### config.mk
export PLATFORM = sky130hd
export DESIGN_NAME = fetch_buffer_top
export DESIGN_NICKNAME = d
export VERILOG_FILES = /design/src/if_pkg.sv /design/src/fetch_wr_if.sv /design/src/queue_head_if.sv /design/src/fetch_buffer_top.sv /design/src/inst_fifo.sv /design/src/issue_ctrl.sv
export SDC_FILE = /design/constraint.sdc
export NUM_CORES = 2
export LEC_CHECK = 0
export BUFFER_PORTS_ARGS = -buffer_cell sky130_fd_sc_hd__buf_2
export CAP_MARGIN = 10
export CORE_MARGIN = 5
export CORE_UTILIZATION = 40
export DETAILED_ROUTE_END_ITERATION = 6
export PLACE_DENSITY_LB_ADDON = 0.15
export SETUP_SLACK_MARGIN = 0.2
export SLEW_MARGIN = 25
export SYNTH_ARGS = -nofsm -noshare
export SYNTH_HDL_FRONTEND = slang
export SYNTH_SLANG_ARGS = --single-unit
### constraint.sdc
create_clock -name clk -period 7.16 [get_ports clk]
set_input_delay 0.358 -clock clk [delete_from_list [all_inputs] [get_ports clk]]
set_output_delay 0.358 -clock clk [all_outputs]
set_load 0.03 [all_outputs]
### src/if_pkg.sv
package if_pkg;

    // datapath widths
    localparam int word_w = 32;
    localparam int exc_w  = 12;
    localparam int cnt_w  = 64;

    // one instruction word, seen as R-format or as I-format
    typedef union packed {
        struct packed {
            logic [5:0] opcode;
            logic [4:0] rs;
            logic [4:0] rt;
            logic [4:0] rd;
            logic [4:0] shamt;
            logic [5:0] funct;
        } r_fmt;
        struct packed {
            logic [5:0]  opcode;
            logic [4:0]  rs;
            logic [4:0]  rt;
            logic [15:0] imm;
        } i_fmt;
    } inst_word_u;

    // primary opcodes of the control-transfer group
    localparam logic [5:0] op_special = 6'b000000;
    localparam logic [5:0] op_regimm  = 6'b000001;
    localparam logic [5:0] op_j       = 6'b000010;
    localparam logic [5:0] op_jal     = 6'b000011;
    localparam logic [5:0] op_beq     = 6'b000100;
    localparam logic [5:0] op_bne     = 6'b000101;
    localparam logic [5:0] op_blez    = 6'b000110;
    localparam logic [5:0] op_bgtz    = 6'b000111;

    // register jumps under op_special
    localparam logic [5:0] fn_jr   = 6'b001000;
    localparam logic [5:0] fn_jalr = 6'b001001;

endpackage

### src/fetch_wr_if.sv
`timescale 1ns/1ps

interface fetch_wr_if;
    import if_pkg::*;

    // second word only together with the first
    logic              wr_en1;
    logic              wr_en2;
    logic [word_w-1:0] wr_data1;
    logic [word_w-1:0] wr_data2;
    // pc of each word
    logic [word_w-1:0] wr_addr1;
    logic [word_w-1:0] wr_addr2;
    // one code for the whole fetch pair
    logic [exc_w-1:0]  wr_exc;

    modport src (
        output wr_en1, wr_en2,
        output wr_data1, wr_data2,
        output wr_addr1, wr_addr2,
        output wr_exc
    );

    modport dst (
        input wr_en1, wr_en2,
        input wr_data1, wr_data2,
        input wr_addr1, wr_addr2,
        input wr_exc
    );

endinterface

### src/queue_head_if.sv
`timescale 1ns/1ps

interface queue_head_if;
    import if_pkg::*;

    // two oldest entries, zero when not valid
    logic [word_w-1:0] head_data1;
    logic [word_w-1:0] head_data2;
    logic [word_w-1:0] head_addr1;
    logic [word_w-1:0] head_addr2;
    logic [exc_w-1:0]  head_exc1;
    logic [exc_w-1:0]  head_exc2;
    // occupancy levels
    logic              empty;
    logic              almost_empty;
    // pop strobes back from issue
    logic              rd_en1;
    logic              rd_en2;

    modport fifo (
        output head_data1, head_data2, head_addr1, head_addr2,
        output head_exc1, head_exc2, empty, almost_empty,
        input  rd_en1, rd_en2
    );

    modport issue (
        input  head_data1, head_data2, head_addr1, head_addr2,
        input  head_exc1, head_exc2, empty, almost_empty,
        output rd_en1, rd_en2
    );

endinterface

### src/fetch_buffer_top.sv
`timescale 1ns/1ps

module fetch_buffer_top #(
    parameter int fifo_depth = 16
) (
    input  logic                      clk,
    input  logic                      fifo_rst,
    input  logic                      flush,
    input  logic                      write_en1,
    input  logic                      write_en2,
    input  logic [if_pkg::word_w-1:0] write_data1,
    input  logic [if_pkg::word_w-1:0] write_data2,
    input  logic [if_pkg::word_w-1:0] write_addr1,
    input  logic [if_pkg::word_w-1:0] write_addr2,
    input  logic [if_pkg::exc_w-1:0]  write_exc,
    input  logic                      decode_ready,
    output logic                      full,
    output logic                      issue_valid1,
    output logic                      issue_valid2,
    output logic [if_pkg::word_w-1:0] issue_inst1,
    output logic [if_pkg::word_w-1:0] issue_inst2,
    output logic [if_pkg::word_w-1:0] issue_pc1,
    output logic [if_pkg::word_w-1:0] issue_pc2,
    output logic [if_pkg::exc_w-1:0]  issue_exc1,
    output logic [if_pkg::exc_w-1:0]  issue_exc2,
    output logic                      in_delay_slot,
    output logic [if_pkg::cnt_w-1:0]  master_count,
    output logic [if_pkg::cnt_w-1:0]  slave_count
);

    fetch_wr_if   u_wr_if ();
    queue_head_if u_head_if ();

    // fetch pins onto the write bundle
    assign u_wr_if.wr_en1   = write_en1;
    assign u_wr_if.wr_en2   = write_en2;
    assign u_wr_if.wr_data1 = write_data1;
    assign u_wr_if.wr_data2 = write_data2;
    assign u_wr_if.wr_addr1 = write_addr1;
    assign u_wr_if.wr_addr2 = write_addr2;
    assign u_wr_if.wr_exc   = write_exc;

    inst_fifo #(
        .fifo_depth (fifo_depth)
    ) u_inst_fifo (
        .clk      (clk),
        .fifo_rst (fifo_rst),
        .flush    (flush),
        .wr       (u_wr_if.dst),
        .head     (u_head_if.fifo),
        .full     (full)
    );

    issue_ctrl u_issue_ctrl (
        .clk           (clk),
        .fifo_rst      (fifo_rst),
        .decode_ready  (decode_ready),
        .head          (u_head_if.issue),
        .issue_valid1  (issue_valid1),
        .issue_valid2  (issue_valid2),
        .issue_inst1   (issue_inst1),
        .issue_inst2   (issue_inst2),
        .issue_pc1     (issue_pc1),
        .issue_pc2     (issue_pc2),
        .issue_exc1    (issue_exc1),
        .issue_exc2    (issue_exc2),
        .in_delay_slot (in_delay_slot),
        .master_count  (master_count),
        .slave_count   (slave_count)
    );

endmodule

### src/inst_fifo.sv
`timescale 1ns/1ps

module inst_fifo #(
    parameter int fifo_depth = 16
) (
    input  logic       clk,
    input  logic       fifo_rst,
    input  logic       flush,
    fetch_wr_if.dst    wr,
    queue_head_if.fifo head,
    output logic       full
);
    import if_pkg::*;

    localparam int ptr_w = $clog2(fifo_depth);

    // payload arrays, one slot per instruction
    logic [word_w-1:0] data_mem [fifo_depth];
    logic [word_w-1:0] addr_mem [fifo_depth];
    logic [exc_w-1:0]  exc_mem  [fifo_depth];

    logic [ptr_w-1:0] wr_ptr;
    logic [ptr_w-1:0] rd_ptr;
    logic [ptr_w-1:0] wr_ptr_p1;
    logic [ptr_w-1:0] rd_ptr_p1;
    // occupancy, one bit wider than the pointers
    logic [ptr_w:0]   occ;
    logic [1:0]       wr_num;
    logic [1:0]       rd_num;

    // depth has to wrap the pointers cleanly
    if (fifo_depth < 4 || (fifo_depth & (fifo_depth - 1)) != 0) begin : g_bad_depth
        $error("inst_fifo: fifo_depth must be a power of two, at least 4");
    end

    // second slot wraps with the pointer width
    assign wr_ptr_p1 = wr_ptr + ptr_w'(1);
    assign rd_ptr_p1 = rd_ptr + ptr_w'(1);

    // entries moved this cycle
    assign wr_num = {1'b0, wr.wr_en1} + {1'b0, wr.wr_en2};
    assign rd_num = {1'b0, head.rd_en1} + {1'b0, head.rd_en2};

    // status straight from the count
    assign head.empty        = (occ == '0);
    assign head.almost_empty = (occ == (ptr_w + 1)'(1));
    // fewer than two free slots
    assign full = (occ >= (ptr_w + 1)'(fifo_depth - 1));

    // store path, dropped on flush
    always_ff @(posedge clk) begin
        if (!flush && wr.wr_en1) begin
            data_mem[wr_ptr] <= wr.wr_data1;
            addr_mem[wr_ptr] <= wr.wr_addr1;
            exc_mem[wr_ptr]  <= wr.wr_exc;
        end
        if (!flush && wr.wr_en2) begin
            data_mem[wr_ptr_p1] <= wr.wr_data2;
            addr_mem[wr_ptr_p1] <= wr.wr_addr2;
            // pair shares the first word's code
            exc_mem[wr_ptr_p1]  <= wr.wr_exc;
        end
    end

    // pointers and count; flush only rewinds, storage untouched
    always_ff @(posedge clk) begin
        if (fifo_rst || flush) begin
            wr_ptr <= '0;
            rd_ptr <= '0;
            occ    <= '0;
        end else begin
            wr_ptr <= wr_ptr + ptr_w'(wr_num);
            rd_ptr <= rd_ptr + ptr_w'(rd_num);
            occ    <= occ + (ptr_w + 1)'(wr_num) - (ptr_w + 1)'(rd_num);
        end
    end

    // head view, invalid slots forced to zero
    always_comb begin
        head.head_data1 = '0;
        head.head_addr1 = '0;
        head.head_exc1  = '0;
        head.head_data2 = '0;
        head.head_addr2 = '0;
        head.head_exc2  = '0;
        if (!head.empty) begin
            head.head_data1 = data_mem[rd_ptr];
            head.head_addr1 = addr_mem[rd_ptr];
            head.head_exc1  = exc_mem[rd_ptr];
        end
        // two or more queued
        if (!head.empty && !head.almost_empty) begin
            head.head_data2 = data_mem[rd_ptr_p1];
            head.head_addr2 = addr_mem[rd_ptr_p1];
            head.head_exc2  = exc_mem[rd_ptr_p1];
        end
    end

    // fetch must hold off once full
    a_no_wr_full: assert property (@(posedge clk) disable iff (fifo_rst)
        full |-> !wr.wr_en1)
        else $error("inst_fifo: write while full");

    a_wr_pair: assert property (@(posedge clk) disable iff (fifo_rst)
        wr.wr_en2 |-> wr.wr_en1)
        else $error("inst_fifo: wr_en2 without wr_en1");

    // issue side never pops more than is queued
    a_rd_occ: assert property (@(posedge clk) disable iff (fifo_rst)
        (ptr_w + 1)'(rd_num) <= occ)
        else $error("inst_fifo: read past occupancy");

endmodule

### src/issue_ctrl.sv
`timescale 1ns/1ps

module issue_ctrl (
    input  logic                      clk,
    input  logic                      fifo_rst,
    input  logic                      decode_ready,
    queue_head_if.issue               head,
    output logic                      issue_valid1,
    output logic                      issue_valid2,
    output logic [if_pkg::word_w-1:0] issue_inst1,
    output logic [if_pkg::word_w-1:0] issue_inst2,
    output logic [if_pkg::word_w-1:0] issue_pc1,
    output logic [if_pkg::word_w-1:0] issue_pc2,
    output logic [if_pkg::exc_w-1:0]  issue_exc1,
    output logic [if_pkg::exc_w-1:0]  issue_exc2,
    output logic                      in_delay_slot,
    output logic [if_pkg::cnt_w-1:0]  master_count,
    output logic [if_pkg::cnt_w-1:0]  slave_count
);
    import if_pkg::*;

    inst_word_u word1;
    inst_word_u word2;
    logic       br1;
    logic       br2;

    // any branch or jump with or without link
    function automatic logic is_branch(input inst_word_u w);
        logic hit;
        hit = 1'b0;
        case (w.i_fmt.opcode)
            op_j, op_jal, op_beq, op_bne, op_blez, op_bgtz: hit = 1'b1;
            // jr / jalr sit in the funct field
            op_special: hit = (w.r_fmt.funct == fn_jr) || (w.r_fmt.funct == fn_jalr);
            // only bltz bgez bltzal bgezal by their rt code
            op_regimm: hit = (w.i_fmt.rt[3:1] == 3'b000);
            default: hit = 1'b0;
        endcase
        return hit;
    endfunction

    assign word1 = head.head_data1;
    assign word2 = head.head_data2;
    assign br1   = is_branch(word1);
    assign br2   = is_branch(word2);

    // master needs one entry and a ready decode
    assign issue_valid1 = !head.empty && decode_ready;
    // slave needs a second entry and must not be a branch
    assign issue_valid2 = issue_valid1 && !head.almost_empty && !br2;

    // pop what was issued
    assign head.rd_en1 = issue_valid1;
    assign head.rd_en2 = issue_valid2;

    // payload zero unless valid
    assign issue_inst1 = issue_valid1 ? head.head_data1 : '0;
    assign issue_pc1   = issue_valid1 ? head.head_addr1 : '0;
    assign issue_exc1  = issue_valid1 ? head.head_exc1  : '0;
    assign issue_inst2 = issue_valid2 ? head.head_data2 : '0;
    assign issue_pc2   = issue_valid2 ? head.head_addr2 : '0;
    assign issue_exc2  = issue_valid2 ? head.head_exc2  : '0;

    // a lone master branch makes the next master its delay slot
    always_ff @(posedge clk) begin
        if (fifo_rst) begin
            in_delay_slot <= 1'b0;
        end else begin
            in_delay_slot <= issue_valid1 && br1 && !issue_valid2;
        end
    end

    // retired-issue counters
    always_ff @(posedge clk) begin
        if (fifo_rst) begin
            master_count <= '0;
            slave_count  <= '0;
        end else begin
            master_count <= master_count + cnt_w'(issue_valid1);
            slave_count  <= slave_count + cnt_w'(issue_valid2);
        end
    end

endmodule

==> Implementation_results.wiki <==
{| class="wikitable"
! Metric !! Value
|-
| Hold WC Path Type || in2reg
|-
| Worst path arrival time || between 5 and 6 ns
|-
| Number of placed I/O pins || 430
|-
| Final Hold Viols || 0
|-
| Most used routing layer in global routing || met2
|-
| Per-instance average area after synthesis || approximately 15 um2
|-
| DRC violations left || 0
|-
| Layout area overhead || 13.0%
|-
| Pin count of the biggest net entering global routing || around 130
|-
| Final HPWL from detailed placement || 143000 um
|-
| Prevailing post-synth register cell || sky130_fd_sc_hd__edfxtp_1
|-
| Critical Path Source Type || register
|-
| DIE WIDTH || 443 um
|-
| Initial Utilization || 0.401
|-
| Routed vias || 47900
|-
| Finish-stage setup viols || 0
|-
| Clock network latency to the later pin of the worst-skew pair || 0.79 ns
|-
| Required time worst endpoint || approximately 6.8 ns
|-
| Count of buffers inserted at the top-level ports || 429
|-
| Count of yosys warnings during synthesis || 0
|-
| Met2 layer usage reported by global route || 0.414
|-
| Sum of routed wire length over all layers || 256000 um
|-
| Transition at the pin with the smallest max-transition slack || about 1.2 ns
|-
| Leading post-synthesis cells by cell area || sky130_fd_sc_hd__edfxtp_1 49%, sky130_fd_sc_hd__mux4_2 19%, sky130_fd_sc_hd__mux2_2 16%
|-
| Global-route wire length before repair || 365000 um
|-
| Area enclosed by the die boundary || just under 200000 um2
|-
| Number of optimization iterations in the first detailed-route pass || 6
|-
| Max-cap check violation count || 0
|-
| Family with the most delay on the worst path || buffers and inverters
|-
| Post-route cell area || between 80000 and 90000 um2
|-
| Buffer depth of the longest clock path || 3
|-
| Placed instance area || 79800 um2
|-
| Deepest level of the CTS H-tree || 4
|-
| GRT met3 Usage || 0.0398
|-
| CP Max Fanout || 43
|-
| Post-layout net count || about 5300
|-
| Average vias per placed instance || 6.20
|-
| Non-Filler Instances || 7729
|-
| Global Route met1 Usage || 0.344
|-
| Sum of buffers and inverters on the critical path || 3
|-
| Final Wtd Congestion || just under 0.8
|-
| GRT Util Overall || 0.255
|-
| Count of distinct cell types in the synthesized netlist || 54
|-
| Sequence of cells on the critical path || ha_4, buf_4, mux4_2, mux2i_1, mux2_2, nand2_1, and4b_1, o22ai_4, buf_4, and3_1, buf_2
|-
| Synth Instances || roughly 5000
|-
| Post-synthesis net count || 5026
|-
| Max Fclk || ~0.16 GHz
|-
| Fraction of layout instances using a drive strength above 1 || 0.477
|-
| Final TNS setup || 0 ns
|-
| Unrepaired setup endpoints after global routing || false
|-
| Post-CTS Resized || 0
|-
| Maximum cell stage delay along the critical path || 0.80 ns
|-
| Worst-path cell with the longest stage delay || sky130_fd_sc_hd__dfxtp_4
|-
| Leakage component of the power || between 0.02 and 0.03 uW
|-
| Clock-pin slew on the worst setup and hold paths || 0.06 ns
|-
| Synth top area share || 0.486
|-
| Antenna violations before repair || 44
|-
| Netlist area before placement || 75100 um2
|-
| Sinks on the clock net || 1358
|-
| Cell row count || approximately 160
|-
| Worst-case clock skew || 0.0199 ns
|-
| Fraction of the yosys area taken by sequential cells || 0.524
|-
| Power per cell area || about 300 nW/um2
|-
| DRT antenna net count || 0
|-
| Number of enable flip-flop cells after synthesis || ~1200
|-
| Final Cycle Share || 0.848
|-
| Worst VDD drop || about 0.00035 V
|-
| Worst hold slack after final layout || 0.0601 ns
|-
| Share of async-settable or async-resettable flops after synthesis || 0
|-
| Placed cell count || about 7400
|-
| Top cell type by total area after synthesis || sky130_fd_sc_hd__edfxtp_1
|-
| Number of global-route vias before repair || 48300
|-
| Core footprint || 187000 um2
|-
| Die Height || 443 um
|-
| Min cycle time layout || 6.07 ns
|-
| Endpoint type of the worst setup path || output port
|-
| CTS tree || done
|-
| Start-to-end type of the worst setup path || reg2out
|-
| Wirelength per Cell || 33.1 um
|-
| Number of max-slew violations in the final report || 0
|-
| Num CTS Buffers || 157
|-
| Most Frequent Cell on Critical Path || sky130_fd_sc_hd__buf_4
|-
| Clock root buffer || sky130_fd_sc_hd__clkbuf_16
|-
| Overall Power || 25400 uW
|-
| Fill count || 16600
|-
| Number of flip-flops and latches in the synthesized netlist || between 1000 and 1500
|-
| 1st-iter DRT viols || ~4800
|-
| Result of the run || completed
|-
| Remaining global-route overflow || 0
|-
| Max transition margin || 0.228
|}
-- cells in the final DEF, fill, tap and decap left out, types with 11 or more instances in the layout --
cell	instances
sky130_fd_sc_hd__clkinv_2	28
sky130_fd_sc_hd__mux2_2	1035
sky130_fd_sc_hd__inv_1	32
sky130_fd_sc_hd__dfxtp_1	138
sky130_fd_sc_hd__edfxtp_1	1216
sky130_fd_sc_hd__diode_2	31
sky130_fd_sc_hd__dlygate4sd3_1	12
sky130_fd_sc_hd__a22oi_1	13
sky130_fd_sc_hd__clkbuf_16	166
sky130_fd_sc_hd__nor2b_1	85
sky130_fd_sc_hd__xnor2_1	46
sky130_fd_sc_hd__buf_4	95
sky130_fd_sc_hd__mux2i_1	72
sky130_fd_sc_hd__nand3_1	173
sky130_fd_sc_hd__xor2_1	49
sky130_fd_sc_hd__mux4_2	641
sky130_fd_sc_hd__a21oi_1	55
sky130_fd_sc_hd__nor3_1	18
sky130_fd_sc_hd__and3_1	75
sky130_fd_sc_hd__clkinv_1	30
sky130_fd_sc_hd__o21ai_0	48
sky130_fd_sc_hd__ha_1	18
sky130_fd_sc_hd__nor2_1	123
sky130_fd_sc_hd__and4_1	18
sky130_fd_sc_hd__a221oi_1	30
sky130_fd_sc_hd__and2_1	11
sky130_fd_sc_hd__nand4_1	35
sky130_fd_sc_hd__nand2_1	323
sky130_fd_sc_hd__clkbuf_1	33
sky130_fd_sc_hd__o21ai_4	11
sky130_fd_sc_hd__or3_1	36
sky130_fd_sc_hd__buf_2	428
-- routing by layer --
layer  wire length [um]  vias up
met5                 22        -
met3              16800      445
li1                   -    19900
met1             105000    25600
met4              10900        4
met2             123000     2036
-- synth_stat cells, types with 2 or more instances --
library cell	n
sky130_fd_sc_hd__or3_1	36
sky130_fd_sc_hd__o22ai_1	2
sky130_fd_sc_hd__xnor2_1	46
sky130_fd_sc_hd__a221o_1	2
sky130_fd_sc_hd__nand2b_1	3
sky130_fd_sc_hd__nand3_1	173
sky130_fd_sc_hd__o21ai_0	58
sky130_fd_sc_hd__buf_2	93
sky130_fd_sc_hd__nor2b_1	86
sky130_fd_sc_hd__nor2_1	124
sky130_fd_sc_hd__clkbuf_1	355
sky130_fd_sc_hd__o21bai_1	5
sky130_fd_sc_hd__mux2i_1	72
sky130_fd_sc_hd__a22oi_1	13
sky130_fd_sc_hd__mux4_2	641
sky130_fd_sc_hd__nand2_1	333
sky130_fd_sc_hd__edfxtp_1	1216
sky130_fd_sc_hd__xnor2_2	3
sky130_fd_sc_hd__a21oi_1	55
sky130_fd_sc_hd__and2_1	14
sky130_fd_sc_hd__and3_1	75
sky130_fd_sc_hd__a221oi_1	30
sky130_fd_sc_hd__nor3b_1	2
sky130_fd_sc_hd__inv_1	32
sky130_fd_sc_hd__nor3_1	23
sky130_fd_sc_hd__nor4_1	6
sky130_fd_sc_hd__nand4_1	35
sky130_fd_sc_hd__buf_4	13
sky130_fd_sc_hd__a31oi_1	3
sky130_fd_sc_hd__xor2_1	49
sky130_fd_sc_hd__or2_2	3
sky130_fd_sc_hd__nand4b_1	2
sky130_fd_sc_hd__fa_1	4
sky130_fd_sc_hd__buf_1	18
sky130_fd_sc_hd__dfxtp_1	142
sky130_fd_sc_hd__ha_1	19
sky130_fd_sc_hd__buf_6	3
sky130_fd_sc_hd__and4_1	18
sky130_fd_sc_hd__mux2_2	1035
-- area by class of cell --
| cell class | instances | area [um2] | share of cell area |
|---|---|---|---|
| Tap cell | 2495 | 3120 | 0.0368 |
| Timing Repair Buffer | 550 | 3280 | 0.0386 |
| Antenna cell | 31 | 77.6 | 0.000913 |
| Inverter | 33 | 124 | 0.00146 |
| Clock inverter | 78 | 641 | 0.00754 |
| Sequential cell | 1358 | 39400 | 0.464 |
| Clock buffer | 200 | 4290 | 0.0505 |
| Multi-Input combinational cell | 2984 | 34000 | 0.401 |
-- cell families (layout without fill, tap and decap cells) --
logic type / after synthesis / count (layout) / synth area share
other cells: 0 / 31 / 0
buf+inv: 515 / 861 / 0.0282
simple gates: 939 / 939 / 0.0607
xor+xnor: 99 / 99 / 0.0121
mux: 1748 / 1748 / 0.357
flops: 1358 / 1358 / 0.524
fa+ha+maj: 23 / 23 / 0.00423
compound gates: 175 / 175 / 0.0143
-- worst paths after layout --
path / start / to / slack (ns) / depth (start not counted)
min reg2reg: u_issue_ctrl.master_count[34]$_SDFF_PP0_ / u_issue_ctrl.master_count[34]$_SDFF_PP0_ / 0.50 / 2
max: u_inst_fifo.rd_ptr[1]$_SDFF_PP0_ / issue_pc2[9] / 1.09 / 11
max reg2reg: u_inst_fifo.rd_ptr[1]$_SDFF_PP0_ / u_issue_ctrl.slave_count[63]$_SDFF_PP0_ / 1.28 / 16
min: fifo_rst / u_issue_ctrl.slave_count[40]$_SDFF_PP0_ / 0.06 / 2
-- power breakdown --
group / total (uW) / leakage, uW / switching [uW] / internal (uW)
registers: 8830 / 0.0121 / 80.5 / 8750
clock network: 7900 / 0.00243 / 3330 / 4570
logic: 8710 / 0.0133 / 4860 / 3850
total: 25400 / 0.0278 / 8270 / 17200
-- state kept, by name (all words and copies together) (netlist names) --
name,cells
u_issue_ctrl.master_count,64
u_inst_fifo.wr_ptr,4
u_issue_ctrl.slave_count,64
u_inst_fifo.exc_mem,192
u_inst_fifo.occ,5
u_issue_ctrl.in_delay_slot,1
u_inst_fifo.rd_ptr,4
u_inst_fifo.data_mem,512
u_inst_fifo.addr_mem,512
-- timing repair --
item / CTS / global route
setup buffers: 0 / 0
endpoints found under the hold margin: 192 / 0
hold buffers: 12 / 0
-- per-stage QoR --
step                setup slack, ns  utilization
floorplan                     0.417            -
detailed placement             1.35        0.426
CTS                            1.04        0.453
finish                         1.09        0.453
global placement               1.46        0.425
global route                  0.946        0.453
No activity file was read; power rests on OpenSTA's default activity.
